### src/design/display_pkg.sv
package display_pkg;

    localparam int NUM_DIGITS = 8;
    localparam int DIGIT_W    = $clog2(NUM_DIGITS);

    typedef logic [31:0] disp_val_t;           // eight hex digits
    typedef logic [3:0]  nibble_t;
    typedef logic [6:0]  seg_t;                // g down to a, active low
    typedef logic [NUM_DIGITS-1:0] anode_t;    // active low
    typedef logic [DIGIT_W-1:0]    digit_idx_t;

    // all segments dark
    localparam seg_t SEG_BLANK = '1;

endpackage

### src/design/dram_ctrl_pkg.sv
package dram_ctrl_pkg;

    // widths on the memory side of the core
    localparam int MEM_ADDR_W  = 24;                 // burst address
    localparam int MEM_DATA_W  = 128;                // one burst word
    localparam int WB_SEL_W    = MEM_DATA_W / 8;     // one select bit per byte
    localparam int REQ_COUNT_W = 24;

    // burst-addressable location in external memory
    typedef logic [MEM_ADDR_W-1:0] mem_addr_t;

    // a full memory word, as carried on the streams and the bus
    typedef logic [MEM_DATA_W-1:0] mem_data_t;

    typedef logic [WB_SEL_W-1:0] wb_sel_t;

    // completed bus requests, reads and writes together
    typedef logic [REQ_COUNT_W-1:0] req_count_t;

    // whole words only, no partial writes
    localparam wb_sel_t WB_SEL_FULL = '1;

endpackage
### src/design/dram_traffic_top.sv
module dram_traffic_top #(
    parameter int SCAN_CYCLES = 1000
) (
    input  logic                      clk_dram_ctrl,
    input  logic                      rst_dram_ctrl,
    input  logic                      i_wr_valid,
    input  dram_ctrl_pkg::mem_data_t  i_wr_data,
    input  logic                      i_wr_last,
    output logic                      o_wr_ready,
    input  logic                      i_rd_valid,
    input  dram_ctrl_pkg::mem_addr_t  i_rd_addr,
    output logic                      o_rd_ready,
    output logic                      o_rd_data_valid,
    output dram_ctrl_pkg::mem_data_t  o_rd_data,
    input  logic                      i_rd_data_ready,
    output logic                      o_wb_cyc,
    output logic                      o_wb_stb,
    output logic                      o_wb_we,
    output dram_ctrl_pkg::mem_addr_t  o_wb_adr,
    output dram_ctrl_pkg::mem_data_t  o_wb_dat,
    output dram_ctrl_pkg::wb_sel_t    o_wb_sel,
    input  logic                      i_wb_ack,
    input  dram_ctrl_pkg::mem_data_t  i_wb_dat,
    output logic                      o_sample_load_complete,
    output display_pkg::anode_t       o_ss_an,
    output display_pkg::seg_t         o_ss_c
);

    import dram_ctrl_pkg::*;
    import display_pkg::*;

    logic       wr_done;
    logic       wr_last_done;
    mem_addr_t  wr_addr;
    req_count_t req_count;
    disp_val_t  disp_val;

    // low 16 bits of the request count
    assign disp_val = {16'h0000, req_count[15:0]};

    load_tracker u_load_tracker (
        .clk_dram_ctrl   (clk_dram_ctrl),
        .rst_dram_ctrl   (rst_dram_ctrl),
        .i_wr_done       (wr_done),
        .i_wr_last       (wr_last_done),
        .o_wr_addr       (wr_addr),
        .o_load_complete (o_sample_load_complete)
    );

    traffic_arbiter u_traffic_arbiter (
        .clk_dram_ctrl   (clk_dram_ctrl),
        .rst_dram_ctrl   (rst_dram_ctrl),
        .i_wr_valid      (i_wr_valid),
        .i_wr_data       (i_wr_data),
        .i_wr_last       (i_wr_last),
        .o_wr_ready      (o_wr_ready),
        .i_rd_valid      (i_rd_valid),
        .i_rd_addr       (i_rd_addr),
        .o_rd_ready      (o_rd_ready),
        .o_rd_data_valid (o_rd_data_valid),
        .o_rd_data       (o_rd_data),
        .i_rd_data_ready (i_rd_data_ready),
        .o_wb_cyc        (o_wb_cyc),
        .o_wb_stb        (o_wb_stb),
        .o_wb_we         (o_wb_we),
        .o_wb_adr        (o_wb_adr),
        .o_wb_dat        (o_wb_dat),
        .o_wb_sel        (o_wb_sel),
        .i_wb_ack        (i_wb_ack),
        .i_wb_dat        (i_wb_dat),
        .i_wr_addr       (wr_addr),
        .i_load_complete (o_sample_load_complete),
        .o_wr_done       (wr_done),
        .o_wr_last_done  (wr_last_done),
        .o_req_count     (req_count)
    );

    seven_segment_controller #(
        .SCAN_CYCLES (SCAN_CYCLES)
    ) u_seven_segment_controller (
        .clk_dram_ctrl (clk_dram_ctrl),
        .rst_dram_ctrl (rst_dram_ctrl),
        .i_val         (disp_val),
        .o_ss_an       (o_ss_an),
        .o_ss_c        (o_ss_c)
    );

endmodule

### src/design/seven_segment_controller.sv
module seven_segment_controller #(
    parameter int SCAN_CYCLES = 1000    // clocks per lit digit
) (
    input  logic                  clk_dram_ctrl,
    input  logic                  rst_dram_ctrl,
    input  display_pkg::disp_val_t i_val,
    output display_pkg::anode_t    o_ss_an,
    output display_pkg::seg_t      o_ss_c
);

    import display_pkg::*;

    localparam int SCAN_W = (SCAN_CYCLES > 1) ? $clog2(SCAN_CYCLES) : 1;

    logic [SCAN_W-1:0] scan_cnt;
    digit_idx_t        digit;
    nibble_t           nibble;

    // hex digit to active-low segments, g down to a
    function automatic seg_t hex_to_seg(input nibble_t n);
        logic [6:0] lit;
        case (n)
            4'h0: lit = 7'h3F;
            4'h1: lit = 7'h06;
            4'h2: lit = 7'h5B;
            4'h3: lit = 7'h4F;
            4'h4: lit = 7'h66;
            4'h5: lit = 7'h6D;
            4'h6: lit = 7'h7D;
            4'h7: lit = 7'h07;
            4'h8: lit = 7'h7F;
            4'h9: lit = 7'h6F;
            4'hA: lit = 7'h77;
            4'hB: lit = 7'h7C;
            4'hC: lit = 7'h39;
            4'hD: lit = 7'h5E;
            4'hE: lit = 7'h79;
            default: lit = 7'h71;
        endcase
        return ~lit;
    endfunction

    assign nibble = i_val[digit*4 +: 4];

    always_ff @(posedge clk_dram_ctrl) begin
        if (rst_dram_ctrl) begin
            scan_cnt <= '0;
            digit    <= '0;
        end else if (scan_cnt == SCAN_W'(SCAN_CYCLES - 1)) begin
            scan_cnt <= '0;
            digit    <= digit + 1'b1;    // wraps after digit 7
        end else begin
            scan_cnt <= scan_cnt + 1'b1;
        end
    end

    // anode and cathode change on the same edge
    always_ff @(posedge clk_dram_ctrl) begin
        if (rst_dram_ctrl) begin
            o_ss_an <= '1;
            o_ss_c  <= SEG_BLANK;
        end else begin
            o_ss_an <= ~(anode_t'(1) << digit);
            o_ss_c  <= hex_to_seg(nibble);
        end
    end

    a_one_digit_lit: assert property (
        @(posedge clk_dram_ctrl) disable iff (rst_dram_ctrl)
        $onehot0(~o_ss_an)
    );

endmodule

### src/design/traffic_arbiter.sv
module traffic_arbiter (
    input  logic                       clk_dram_ctrl,
    input  logic                       rst_dram_ctrl,

    // sample-load write stream
    input  logic                       i_wr_valid,
    input  dram_ctrl_pkg::mem_data_t   i_wr_data,
    input  logic                       i_wr_last,
    output logic                       o_wr_ready,

    // audio read requests and their data
    input  logic                       i_rd_valid,
    input  dram_ctrl_pkg::mem_addr_t   i_rd_addr,
    output logic                       o_rd_ready,
    output logic                       o_rd_data_valid,
    output dram_ctrl_pkg::mem_data_t   o_rd_data,
    input  logic                       i_rd_data_ready,

    // wishbone classic master
    output logic                       o_wb_cyc,
    output logic                       o_wb_stb,
    output logic                       o_wb_we,
    output dram_ctrl_pkg::mem_addr_t   o_wb_adr,
    output dram_ctrl_pkg::mem_data_t   o_wb_dat,
    output dram_ctrl_pkg::wb_sel_t     o_wb_sel,
    input  logic                       i_wb_ack,
    input  dram_ctrl_pkg::mem_data_t   i_wb_dat,

    input  dram_ctrl_pkg::mem_addr_t   i_wr_addr,       // next burst for the load
    input  logic                       i_load_complete,
    output logic                       o_wr_done,
    output logic                       o_wr_last_done,
    output dram_ctrl_pkg::req_count_t  o_req_count
);

    import dram_ctrl_pkg::*;

    typedef enum logic [1:0] {
        ST_IDLE,
        ST_WRITE,
        ST_READ,
        ST_RESPOND
    } state_t;

    state_t state;
    logic   wr_accept;
    logic   rd_accept;
    logic   wr_last_q;    // beat on the bus is the final one

    // ready is only ever high in idle
    assign wr_accept = o_wr_ready && i_wr_valid;
    assign rd_accept = o_rd_ready && i_rd_valid;

    assign o_wb_sel       = WB_SEL_FULL;
    assign o_wr_done      = o_wb_cyc && o_wb_we && i_wb_ack;
    assign o_wr_last_done = o_wr_done && wr_last_q;

    always_ff @(posedge clk_dram_ctrl) begin
        if (rst_dram_ctrl) begin
            state           <= ST_IDLE;
            o_wr_ready      <= 1'b0;
            o_rd_ready      <= 1'b0;
            o_wb_cyc        <= 1'b0;
            o_wb_stb        <= 1'b0;
            o_rd_data_valid <= 1'b0;
        end else begin
            case (state)
                ST_IDLE: begin
                    if (wr_accept) begin
                        o_wr_ready <= 1'b0;
                        o_wb_cyc   <= 1'b1;
                        o_wb_stb   <= 1'b1;
                        state      <= ST_WRITE;
                    end else if (rd_accept) begin
                        o_rd_ready <= 1'b0;
                        o_wb_cyc   <= 1'b1;
                        o_wb_stb   <= 1'b1;
                        state      <= ST_READ;
                    end else begin
                        // writes until the load is in, reads after
                        o_wr_ready <= !i_load_complete;
                        o_rd_ready <= i_load_complete;
                    end
                end
                ST_WRITE, ST_READ: begin
                    if (i_wb_ack) begin
                        o_wb_cyc <= 1'b0;   // bus idles the clock after ack
                        o_wb_stb <= 1'b0;
                        if (state == ST_READ) begin
                            o_rd_data_valid <= 1'b1;
                            state           <= ST_RESPOND;
                        end else begin
                            state <= ST_IDLE;
                        end
                    end
                end
                ST_RESPOND: begin
                    if (i_rd_data_ready) begin
                        o_rd_data_valid <= 1'b0;
                        state           <= ST_IDLE;
                    end
                end
                default: state <= ST_IDLE;
            endcase
        end
    end

    // request latched at stream transfer, held through the bus cycle
    always_ff @(posedge clk_dram_ctrl) begin
        if (wr_accept) begin
            o_wb_we   <= 1'b1;
            o_wb_adr  <= i_wr_addr;
            o_wb_dat  <= i_wr_data;
            wr_last_q <= i_wr_last;
        end else if (rd_accept) begin
            o_wb_we  <= 1'b0;
            o_wb_adr <= i_rd_addr;
        end
        if (state == ST_READ && i_wb_ack) begin
            o_rd_data <= i_wb_dat;
        end
    end

    always_ff @(posedge clk_dram_ctrl) begin
        if (rst_dram_ctrl) begin
            o_req_count <= '0;
        end else if (o_wb_cyc && i_wb_ack) begin
            o_req_count <= o_req_count + 1'b1;
        end
    end

    a_stb_is_cyc: assert property (
        @(posedge clk_dram_ctrl) disable iff (rst_dram_ctrl)
        o_wb_stb == o_wb_cyc
    );

    // classic cycle is held until the slave answers
    a_cyc_held: assert property (
        @(posedge clk_dram_ctrl) disable iff (rst_dram_ctrl)
        (o_wb_cyc && !i_wb_ack) |=> o_wb_cyc
    );

    a_no_early_read: assert property (
        @(posedge clk_dram_ctrl) disable iff (rst_dram_ctrl)
        rd_accept |-> i_load_complete
    );

endmodule

### src/design/load_tracker.sv
module load_tracker (
    input  logic                    clk_dram_ctrl,
    input  logic                    rst_dram_ctrl,
    input  logic                    i_wr_done,        // one pulse per write ack
    input  logic                    i_wr_last,        // that write was the last beat
    output dram_ctrl_pkg::mem_addr_t o_wr_addr,
    output logic                    o_load_complete
);

    // sample words land at consecutive bursts from address 0
    always_ff @(posedge clk_dram_ctrl) begin
        if (rst_dram_ctrl) begin
            o_wr_addr <= '0;
        end else if (i_wr_done) begin
            o_wr_addr <= o_wr_addr + 1'b1;
        end
    end

    // sticky until the next reset
    always_ff @(posedge clk_dram_ctrl) begin
        if (rst_dram_ctrl) begin
            o_load_complete <= 1'b0;
        end else if (i_wr_done && i_wr_last) begin
            o_load_complete <= 1'b1;
        end
    end

    // the arbiter closes the write phase once the last beat is in
    a_no_write_after_load: assert property (
        @(posedge clk_dram_ctrl) disable iff (rst_dram_ctrl)
        i_wr_done |-> !o_load_complete
    );

endmodule

### config.mk
export PLATFORM = sky130hd
export DESIGN_NAME = dram_traffic_top
export DESIGN_NICKNAME = d
export VERILOG_FILES = /design/src/design/display_pkg.sv /design/src/design/dram_ctrl_pkg.sv /design/src/design/dram_traffic_top.sv /design/src/design/seven_segment_controller.sv /design/src/design/traffic_arbiter.sv /design/src/design/load_tracker.sv
export SDC_FILE = /design/constraint.sdc
export NUM_CORES = 1
export LEC_CHECK = 0
export ABC_AREA = 1
export BUFFER_PORTS_ARGS = -buffer_cell sky130_fd_sc_hd__buf_2
export CAP_MARGIN = 10
export CORE_AREA = 2 2 237 239
export DETAILED_ROUTE_END_ITERATION = 16
export DIE_AREA = 0 0 239 241
export GPL_TIMING_DRIVEN = 0
export PLACE_DENSITY = 0.55
export SLEW_MARGIN = 5
export SYNTH_ARGS = -nofsm -noshare
export SYNTH_HDL_FRONTEND = slang
export SYNTH_SLANG_ARGS = --single-unit
### constraint.sdc
create_clock -name clk_dram_ctrl -period 9.8 [get_ports clk_dram_ctrl]
set_clock_uncertainty 0.15 [all_clocks]
set_input_delay 1.96 -clock clk_dram_ctrl [delete_from_list [all_inputs] [get_ports clk_dram_ctrl]]
set_output_delay 1.96 -clock clk_dram_ctrl [all_outputs]
set_load 0.005 [all_outputs]
==> impl_metrics.toml, run 1 <==
[power_and_ir_drop]
internal_power_mw = 2.93
p_clk_share_pct = 37.0
ir_worst_vdd_mv = 0.111
netSwitchingPower_mw = 1.04
p_leak_nw = 7.44
seqPwrFrac_pct = 48.7
combinationalPowerShare_pct = 14.2
power_density_mw_per_mm2 = 222
swShare_pct = 26.2
power.total_mw = 3.98

[detailed_routing]
ant_nets = 0
avgRoutedWirePerCell_um = 21.0
routed_via_density = 4.17
dr_wl_met2_mm = 23.7
m1WireLength_mm = 18.6
firstDrtPassIters = 5
highest_layer = "met5"
drtIter0Drc = 649
dr_wl_met3_mm = 4.16
drcViolationCount = 0
vias = 9548
routed_wl_mm = 48.2

[logic_synthesis]
synth.top_cells.by_area = "edfxtp_1, dfxtp_1, nand2_1"
async_flop_share_pct = 0
synth-edff-count = 281
ys_ff_latch = 357
synth_warnings = 0
synth_ff_type = "edfxtp_1"
mappedNetlistArea_mm2 = 0.0126
synth_top_area_share_pct = 66.8
seq_area_frac_synth_pct = 78.9
yosys.area.top_type = "edfxtp_1"
synthDistinctLibCells = 31
syn_avg_cell_area_um2 = 14.1
syn_inst = 898

[sta]
hold_ws_ns = 0.310
setup_viol = 0
fin_crit_sh_pct = 35.1
maxSlewViolCount = 0
hold_viol_final = 0
tightestPinTransition_ns = 0.786
fin_crit_ns = 3.44
slew_headroom_pct = 47.6
max_freq_mhz = 291
rsz0062_at_grt = "no"
tns_ns = 0
worst_slack_ns = 6.36

[critical_path]
critical_path_class = "reg -> out"
end_kind = "primary output"
cp-start-kind = "flip-flop"
cp_max_fo = 6
arrival_ns = 1.33
required_ns = 7.69

[grt]
grt_overflow = 0
grt_antenna_before_repair = 25
grt_pass1_wl_mm = 63.6
first_global_vias = 8990
grt_use_total_pct = 15.7
grt_start_max_net_pins = 86

[placement]
gp_congestion = 0.926
place_hpwl_mm = 38.6
placed_area_mm2 = 0.0166
post-place-ws_ns = 5.39
port_buffers = 588

[die]
io_pins = 605
num_rows = 86
dieArea_mm2 = 0.0576
initial_utilization_pct = 23.0
die-width_um = 239
die_h_um = 241
core-area_mm2 = 0.0549

[final_layout]
regArea_mm2 = 0.00996
syn2layout_area_growth_pct = 41.9
multi_input_area_mm2 = 0.00225
drive_above_1_share_pct = 43.6
final_cell_area_mm2 = 0.0179
fill_cells = 5570
layout.nets = 1857
layout_common_cells = "buf_2, edfxtp_1, nand2_1"
final_common_cell = "buf_2"

[clocking]
clock_sinks = 357
cts_inserted_buffers = 42
htreeDepth = 2
postCtsHoldBufs = 0
clkLatencyLatePin_ns = 0.55
clockRootBuffer = "clkbuf_16"
path_clk_slew_ns = 0.06
cts_tree = "built"
post_cts_buffers = 0
ctsResizeCount = 0
ctsLongestPathBuffers = 3

[min_path]
hold_class = "reg -> reg"

[outcome]
status = "completed"

[run]
timing.max_cap.violations = 0
[layout make-up]
cell class	instances	area share [%]
clock inverters	26	1.08
flip-flops and latches	357	55.6
diodes	5	0.0698
repair buffers	592	17.0
plain buffers	30	1.07
clock buffers	51	6.11
inverters	77	1.64
multi-input cells	449	12.6
well taps	704	4.91
[power by group through the flow]
stage                     registers (mW)  clock network [mW]  logic [mW]
after floorplan                     2.00                   0       0.175
after global placement              2.01                   0       0.550
after detailed placement            1.97                   0       0.573
after CTS                           1.94                1.52       0.576
after global routing                1.95                1.58       0.624
final                               1.94                1.47       0.566
[layer usage]
layer | track usage, % | up-vias
met4 | 5.51 | 30
li1 | - | 4437
met3 | 5.66 | 104
met2 | 26.5 | 407
met5 | 0 | -
met1 | 18.4 | 4570
[path summary, 6_finish.rpt]
path,from,to,slack [ns],depth (start not counted)
setup reg to reg,u_traffic_arbiter.o_wr_ready,u_traffic_arbiter.o_wb_dat[50],7.60,4
setup / recovery,u_traffic_arbiter.o_wb_cyc,o_wb_stb,6.36,2
hold reg to reg,u_seven_segment_controller.scan_cnt[0],u_seven_segment_controller.scan_cnt[0],0.31,1
hold / removal,u_seven_segment_controller.scan_cnt[0],u_seven_segment_controller.scan_cnt[0],0.31,1
[registers in the layout (all words and copies together) (netlist names), 7 cells and up]
register and cells:
u_seven_segment_controller.o_ss_c 7, u_traffic_arbiter.o_req_count 16, u_seven_segment_controller.scan_cnt 10, u_seven_segment_controller.o_ss_an 8, u_traffic_arbiter.o_wb_dat 128, u_traffic_arbiter.o_wb_adr 24
u_traffic_arbiter.o_rd_data 128, u_load_tracker.o_wr_addr 24
[critical path, stage by stage (launching register included)]
cell and delay (ns):
dfxtp_1 0.52, buf_4 0.17, buf_2 0.10
[synthesized netlist by cell type (3+ instances only)]
cell and n:
ha_1 21, nor3_1 15, nand3_1 47, nor2_2 3
nand2_1 171, nand4_1 12, nand3_2 3, clkbuf_1 11
dfxtp_1 76, inv_1 74, a21oi_1 45, buf_4 18
nor2_1 47, edfxtp_1 281, o21ai_0 48, nor2_4 5
o211ai_1 3
[logic make-up (layout without fill, tap and decap cells)]
group,Yosys count,after routing,share of synthesized area (%)
flip-flops,357,357,78.9
AND/OR/NAND/NOR,312,312,11.1
buffers and inverters,107,776,3.77
AO/OA/AOI/OAI,97,97,3.91
adder cells (fa/ha/maj),21,21,2.08
XOR/XNOR,3,3,0.208
other,1,21,0.0297
[through the flow]
| step | utilization (%) | instances |
|---|---|---|
| after floorplan | - | 913 |
| after global placement | 30.1 | 2205 |
| after detailed placement | 30.2 | 2208 |
| after CTS | 32.6 | 2285 |
| after global routing | 32.6 | 2288 |
| final | 32.7 | 2291 |
Power figures use the tool's default switching activity.
==> run 2, diff against run 1 <==
--- a/config.mk
+++ b/config.mk
@@ -5,14 +5,14 @@
 export SDC_FILE = /design/constraint.sdc
 export NUM_CORES = 1
 export LEC_CHECK = 0
-export ABC_AREA = 1
+export ABC_AREA = 0
 export BUFFER_PORTS_ARGS = -buffer_cell sky130_fd_sc_hd__buf_2
 export CAP_MARGIN = 10
-export CORE_AREA = 2 2 237 239
+export CORE_AREA = 2 2 232 234
 export DETAILED_ROUTE_END_ITERATION = 16
-export DIE_AREA = 0 0 239 241
+export DIE_AREA = 0 0 234 236
 export GPL_TIMING_DRIVEN = 0
-export PLACE_DENSITY = 0.55
+export PLACE_DENSITY = 0.57
 export SLEW_MARGIN = 5
 export SYNTH_ARGS = -nofsm -noshare
 export SYNTH_HDL_FRONTEND = slang
==> constraint.sdc (replaced) <==
create_clock -name clk_dram_ctrl -period 3.2 [get_ports clk_dram_ctrl]
set_clock_uncertainty 0.15 [all_clocks]
set_input_delay 0.64 -clock clk_dram_ctrl [delete_from_list [all_inputs] [get_ports clk_dram_ctrl]]
set_output_delay 0.64 -clock clk_dram_ctrl [all_outputs]
set_load 0.005 [all_outputs]
==> impl_metrics.toml, run 2 <==
[grt]
grt_overflow = 0
grt_start_max_net_pins = 60
grt_pass1_wl_mm = 69.5
grt_antenna_before_repair = 40
first_global_vias = 8641
grt_use_total_pct = 18.4

[sta]
tightestPinTransition_ns = 0.998
rsz0062_at_grt = "no"
fin_crit_ns = 2.59
hold_viol_final = 0
fin_crit_sh_pct = 80.9
max_freq_mhz = 386
setup_viol = 0
slew_headroom_pct = 33.4
maxSlewViolCount = 0
hold_ws_ns = 0.0945

[power_and_ir_drop]
power.total_mw = 12.5
p_leak_nw = 7.20
power_density_mw_per_mm2 = 690
ir_worst_vdd_mv = 0.283

[clocking]
clkLatencyLatePin_ns = 0.57
post_cts_buffers = 0
htreeDepth = 2
path_clk_slew_ns = 0.06
cts_inserted_buffers = 43
ctsLongestPathBuffers = 3
clock_sinks = 357
postCtsHoldBufs = 0
ctsResizeCount = 0
cts_tree = "built"
clockRootBuffer = "clkbuf_16"

[critical_path]
rr_worst_depth = 7
required_ns = 3.48
crit_cells = 7
worstSetupStartpoint = "u_seven_segment_controller.digit[0]"
reg2reg_from = "u_seven_segment_controller.digit[0]"
worstPathCellList = "buf_2 > mux4_2 > nand2_1 > inv_1 > ha_1 > mux4_2 > nand2b_1"
cpMostUsedCell = "mux4_2"
slowest_delay_ns = 0.57
cp_max_fo = 5
end_kind = "flip-flop"
critPathBufInv = 2
critical_path_class = "reg -> reg"
cp-start-kind = "flip-flop"
arrival_ns = 2.87
critPathTopFamily = "multiplexers"
slowest_stage = "mux4_2"

[detailed_routing]
firstDrtPassIters = 5
drcViolationCount = 0
ant_nets = 0
routed_via_density = 4.31
m1WireLength_mm = 19.2
dr_wl_met2_mm = 26.7
highest_layer = "met5"
dr_wl_met3_mm = 5.66
routed_wl_mm = 53.4
vias = 9224
drtIter0Drc = 704
avgRoutedWirePerCell_um = 25.0

[placement]
gp_congestion = 0.976
port_buffers = 588
place_hpwl_mm = 43.5

[die]
die_h_um = 236
io_pins = 605
die-width_um = 234
num_rows = 85
dieArea_mm2 = 0.0552
core-area_mm2 = 0.0531
initial_utilization_pct = 23.6

[logic_synthesis]
synth_warnings = 0
yosys.area.top_type = "edfxtp_1"
synth-edff-count = 281
mappedNetlistArea_mm2 = 0.0125
synth_ff_type = "edfxtp_1"
syn_inst = 740
yosys.cell_count.top_type = "edfxtp_1"
seq_area_frac_synth_pct = 79.5
synth.top_cells.by_area = "edfxtp_1, dfxtp_1, mux2_2"
ys_ff_latch = 357
syn_avg_cell_area_um2 = 16.9
async_flop_share_pct = 0
synthDistinctLibCells = 48
netlist_top_cells_count = "edfxtp_1, dfxtp_1, nand2_1, nor2_1, a21oi_1"
synth_top_area_share_pct = 67.4

[run]
timing.max_cap.violations = 0

[min_path]
min_path_cells = 1
min-delay-start = "i_wr_data[123]"
hold_class = "in -> reg"

[final_layout]
final_common_cell = "buf_2"
syn2layout_area_growth_pct = 44.1
top_regs = "u_traffic_arbiter.o_rd_data (128), u_traffic_arbiter.o_wb_dat (128)"
layout.nets = 1702
drive_above_1_share_pct = 50.5
utilization_pct = 34.0
layout_common_cells = "buf_2, edfxtp_1, dfxtp_1"

[outcome]
status = "completed"
run 2: final timing paths:
check / endpoint / slack, ns
setup / recovery: u_seven_segment_controller.o_ss_c[3] / 0.61
hold / removal: u_traffic_arbiter.o_wb_dat[123] / 0.09
setup reg to reg: u_seven_segment_controller.o_ss_c[3] / 0.61
hold reg to reg: u_seven_segment_controller.scan_cnt[0] / 0.30
run 2: cells by family after synthesis:
family	count (synthesis)	share of synthesized area [%]
AO/OA/AOI/OAI	65	3.15
adder cells (fa/ha/maj)	21	2.10
other	1	0.0299
AND/OR/NAND/NOR	173	6.98
XOR/XNOR	30	2.10
flip-flops	357	79.5
multiplexers	39	3.98
buffers and inverters	54	2.17
run 2: per-layer routing:
layer | GRT usage [%] | up-vias
li1 | - | 4101
met1 | 20.7 | 4540
met2 | 31.8 | 464
met3 | 7.74 | 97
met4 | 5.10 | 22
met5 | 0 | -
run 2: per-stage QoR:
| stage | area (µm²) | std cells | setup WS, ns | setup TNS (ns) |
|---|---|---|---|---|
| finish | 18100 | 2140 | 0.612 | 0 |
| global route | 18000 | 2124 | 0.416 | 0 |
| CTS | 18000 | 2123 | 0.579 | 0 |
| detailed placement | 16600 | 2045 | 0.593 | 0 |
| global placement | 16400 | 2039 | -1.57 | -309.31 |
| floorplan | 12600 | 755 | -0.111 | -12.52 |
run 2: layout make-up:
| cell class | instances | area [µm²] |
|---|---|---|
| Fill cell | 5258 | 35000 |
| Sequential cell | 357 | 9960 |
| Timing Repair Buffer | 594 | 3080 |
| Multi-Input combinational cell | 344 | 2370 |
| Clock buffer | 47 | 1110 |
| Tap cell | 696 | 871 |
| Clock inverter | 31 | 320 |
| Buffer | 38 | 233 |
| Inverter | 16 | 63.8 |
| Antenna cell | 17 | 42.5 |
run 2: report_power, final:
part	leakage (nW)	internal (mW)	total, mW	switching (mW)
logic	3.30	0.677	1.68	1.01
registers	3.20	5.64	5.83	0.184
clock network	0.702	2.94	4.94	2.01
total	7.20	9.25	12.5	3.20
==> run 3, diff against run 2 <==
--- a/config.mk
+++ b/config.mk
@@ -5,12 +5,12 @@
 export SDC_FILE = /design/constraint.sdc
 export NUM_CORES = 1
 export LEC_CHECK = 0
-export ABC_AREA = 0
+export ABC_AREA = 1
 export BUFFER_PORTS_ARGS = -buffer_cell sky130_fd_sc_hd__buf_2
 export CAP_MARGIN = 10
-export CORE_AREA = 2 2 232 234
+export CORE_AREA = 2 2 233 235
 export DETAILED_ROUTE_END_ITERATION = 16
-export DIE_AREA = 0 0 234 236
+export DIE_AREA = 0 0 235 237
 export GPL_TIMING_DRIVEN = 0
 export PLACE_DENSITY = 0.57
 export SLEW_MARGIN = 5
==> constraint.sdc (replaced) <==
create_clock -name clk_dram_ctrl -period 2.7 [get_ports clk_dram_ctrl]
set_clock_uncertainty 0.15 [all_clocks]
set_input_delay 0.54 -clock clk_dram_ctrl [delete_from_list [all_inputs] [get_ports clk_dram_ctrl]]
set_output_delay 0.54 -clock clk_dram_ctrl [all_outputs]
set_load 0.005 [all_outputs]
==> impl_metrics.toml, run 3 (synthesized netlist as in run 1, its figures left out) <==
[final_layout]
layout.nets = 2079
top_regs = "u_traffic_arbiter.o_rd_data (128), u_traffic_arbiter.o_wb_dat (128)"
fill_cells = 5114
fin_cells = 2509
utilization_pct = 37.8
layout_common_cells = "buf_2, edfxtp_1, dlygate4sd3_1"
final_common_cell = "buf_2"
syn2layout_area_growth_pct = 59.4
drive_above_1_share_pct = 38.7

[clocking]
cts_inserted_buffers = 41
ctsLongestPathBuffers = 3
clkLatencyLatePin_ns = 0.55
clockRootBuffer = "clkbuf_16"
path_clk_slew_ns = 0.06
clock_sinks = 357
post_cts_buffers = 0
ctsResizeCount = 0
htreeDepth = 2
cts_tree = "built"

[power_and_ir_drop]
seqPwrFrac_pct = 48.4
netSwitchingPower_mw = 3.82
power_density_mw_per_mm2 = 721
p_clk_share_pct = 35.5
combinationalPowerShare_pct = 16.1
swShare_pct = 26.3
p_leak_nw = 8.32
ir_worst_vdd_mv = 0.362
internal_power_mw = 10.7

[critical_path]
arrival_ns = 2.45
end_kind = "flip-flop"
reg2reg_from = "u_seven_segment_controller.digit[0]"
rr_worst_depth = 14
cp-endpoint = "u_seven_segment_controller.o_ss_c[3]"
critical_path_class = "reg -> reg"
r2r-end = "u_seven_segment_controller.o_ss_c[3]"
r2r_slack_ns = 0.51
cp_max_fo = 11
worstSetupStartpoint = "u_seven_segment_controller.digit[0]"
required_ns = 2.96
cp-start-kind = "flip-flop"

[detailed_routing]
routed_via_density = 4.17
routed_wl_mm = 49.6
drcViolationCount = 0
vias = 10500
drtIter0Drc = 733
firstDrtPassIters = 5
ant_nets = 0
avgRoutedWirePerCell_um = 19.8

[run]
timing.max_cap.violations = 0

[sta]
fin_crit_ns = 2.19
maxSlewViolCount = 0
max_freq_mhz = 457
slew_headroom_pct = 48.6
fin_crit_sh_pct = 81.1
tightestPinTransition_ns = 0.771
hold_viol_final = 0
setup_viol = 0
rsz0062_at_grt = "no"

[die]
die_h_um = 237
num_rows = 85
initial_utilization_pct = 23.7
core-area_mm2 = 0.0533
io_pins = 605
dieArea_mm2 = 0.0557
die-width_um = 235

[outcome]
status = "completed"

[grt]
grt_overflow = 0
grt_pass1_wl_mm = 69.8
first_global_vias = 10500
grt_use_total_pct = 17.2
grt_antenna_before_repair = 23
grt_start_max_net_pins = 87

[min_path]
hold_class = "in -> reg"

[placement]
place_hpwl_mm = 37.8
gp_congestion = 0.928
placed_cells = 2201
port_buffers = 588
-- run 3: cell count changes in the layout (fill, tap and decap cells not counted), sizes merged, moves of 16 or more --
cell	previous run	this run
mux2	27	0
dlygate4sd3	0	222
o21ai	14	48
nand3	18	52
nand2	43	172
xnor2	17	1
a21oi	28	45
inv	16	78
-- run 3: cell type report --
type	count	area [µm²]	share of cell area (%)
inverters	77	295	1.47
clock inverters	21	155	0.771
repair buffers	815	5280	26.2
well taps	696	871	4.33
clock buffers	50	1070	5.31
diodes	14	35.0	0.174
flip-flops and latches	357	9960	49.5
plain buffers	30	198	0.982
multi-input cells	449	2270	11.3
-- run 3: critical path, stage by stage, from the launching register on --
cell and delay [ns]:
dfxtp_1 0.33, buf_4 0.17, inv_2 0.06, buf_6 0.13, nand2_1 0.06, nand3_1 0.08, nand2_1 0.09, nor2_1 0.19
inv_1 0.13, ha_1 0.32, inv_1 0.05, nand4_1 0.08, nand3_1 0.08, nand2_1 0.08, nand2_1 0.05
-- run 3: layer usage --
metal,track usage (%),part of all wire (%),vias up
met5,0,0.22,-
met4,8.96,5.4,16
met3,5.07,7.6,106
met2,28.4,48,458
met1,20.2,39,5004
li1,-,-,4878
-- run 3: repair_timing --
action	in CTS	in global routing
hold buffers	222	0
setup endpoints to repair	0	0
hold endpoints to repair	222	0
-- run 3: worst min-delay path by stage --
stage / from / end / slack (ns) / cells after the start
2_1_floorplan: u_seven_segment_controller.scan_cnt[0] / u_seven_segment_controller.scan_cnt[0] / 0.28 / 1
3_3_place_gp: u_seven_segment_controller.scan_cnt[0] / u_seven_segment_controller.scan_cnt[0] / 0.30 / 1
3_5_place_dp: u_seven_segment_controller.scan_cnt[0] / u_seven_segment_controller.scan_cnt[0] / 0.32 / 1
4_1_cts: i_wb_dat[35] / u_traffic_arbiter.o_rd_data[35] / 0.0008 / 1
5_1_grt: i_wr_data[14] / u_traffic_arbiter.o_wb_dat[14] / 0.0003 / 1
6_report: i_wr_data[14] / u_traffic_arbiter.o_wb_dat[14] / 0.03 / 1
-- run 3: stage by stage --
| stage | instance area, µm² | setup TNS (ns) | power, mW | worst slack (ns) | hold slack (ns) |
|---|---|---|---|---|---|
| 2_1_floorplan | 12700 | -42.82 | 7.86 | -0.335 | 0.280 |
| 3_3_place_gp | 16500 | -243.07 | 9.17 | -1.50 | 0.298 |
| 3_5_place_dp | 16600 | -0.938 | 9.21 | -0.298 | 0.315 |
| 4_1_cts | 20100 | 0 | 14.7 | 0.0166 | 0.000769 |
| 5_1_grt | 20100 | 0 | 15.2 | 0.314 | 0.000285 |
| 6_report | 20100 | 0 | 14.5 | 0.511 | 0.0344 |
-- run 3: power groups by stage --
| stage | clock (mW) | sequential (mW) | combinational (mW) |
|---|---|---|---|
| floorplan | 0 | 7.22 | 0.648 |
| global placement | 0 | 7.18 | 1.99 |
| detailed placement | 0 | 7.13 | 2.08 |
| CTS | 5.35 | 7.03 | 2.36 |
| global route | 5.54 | 7.09 | 2.55 |
| finish | 5.15 | 7.03 | 2.33 |
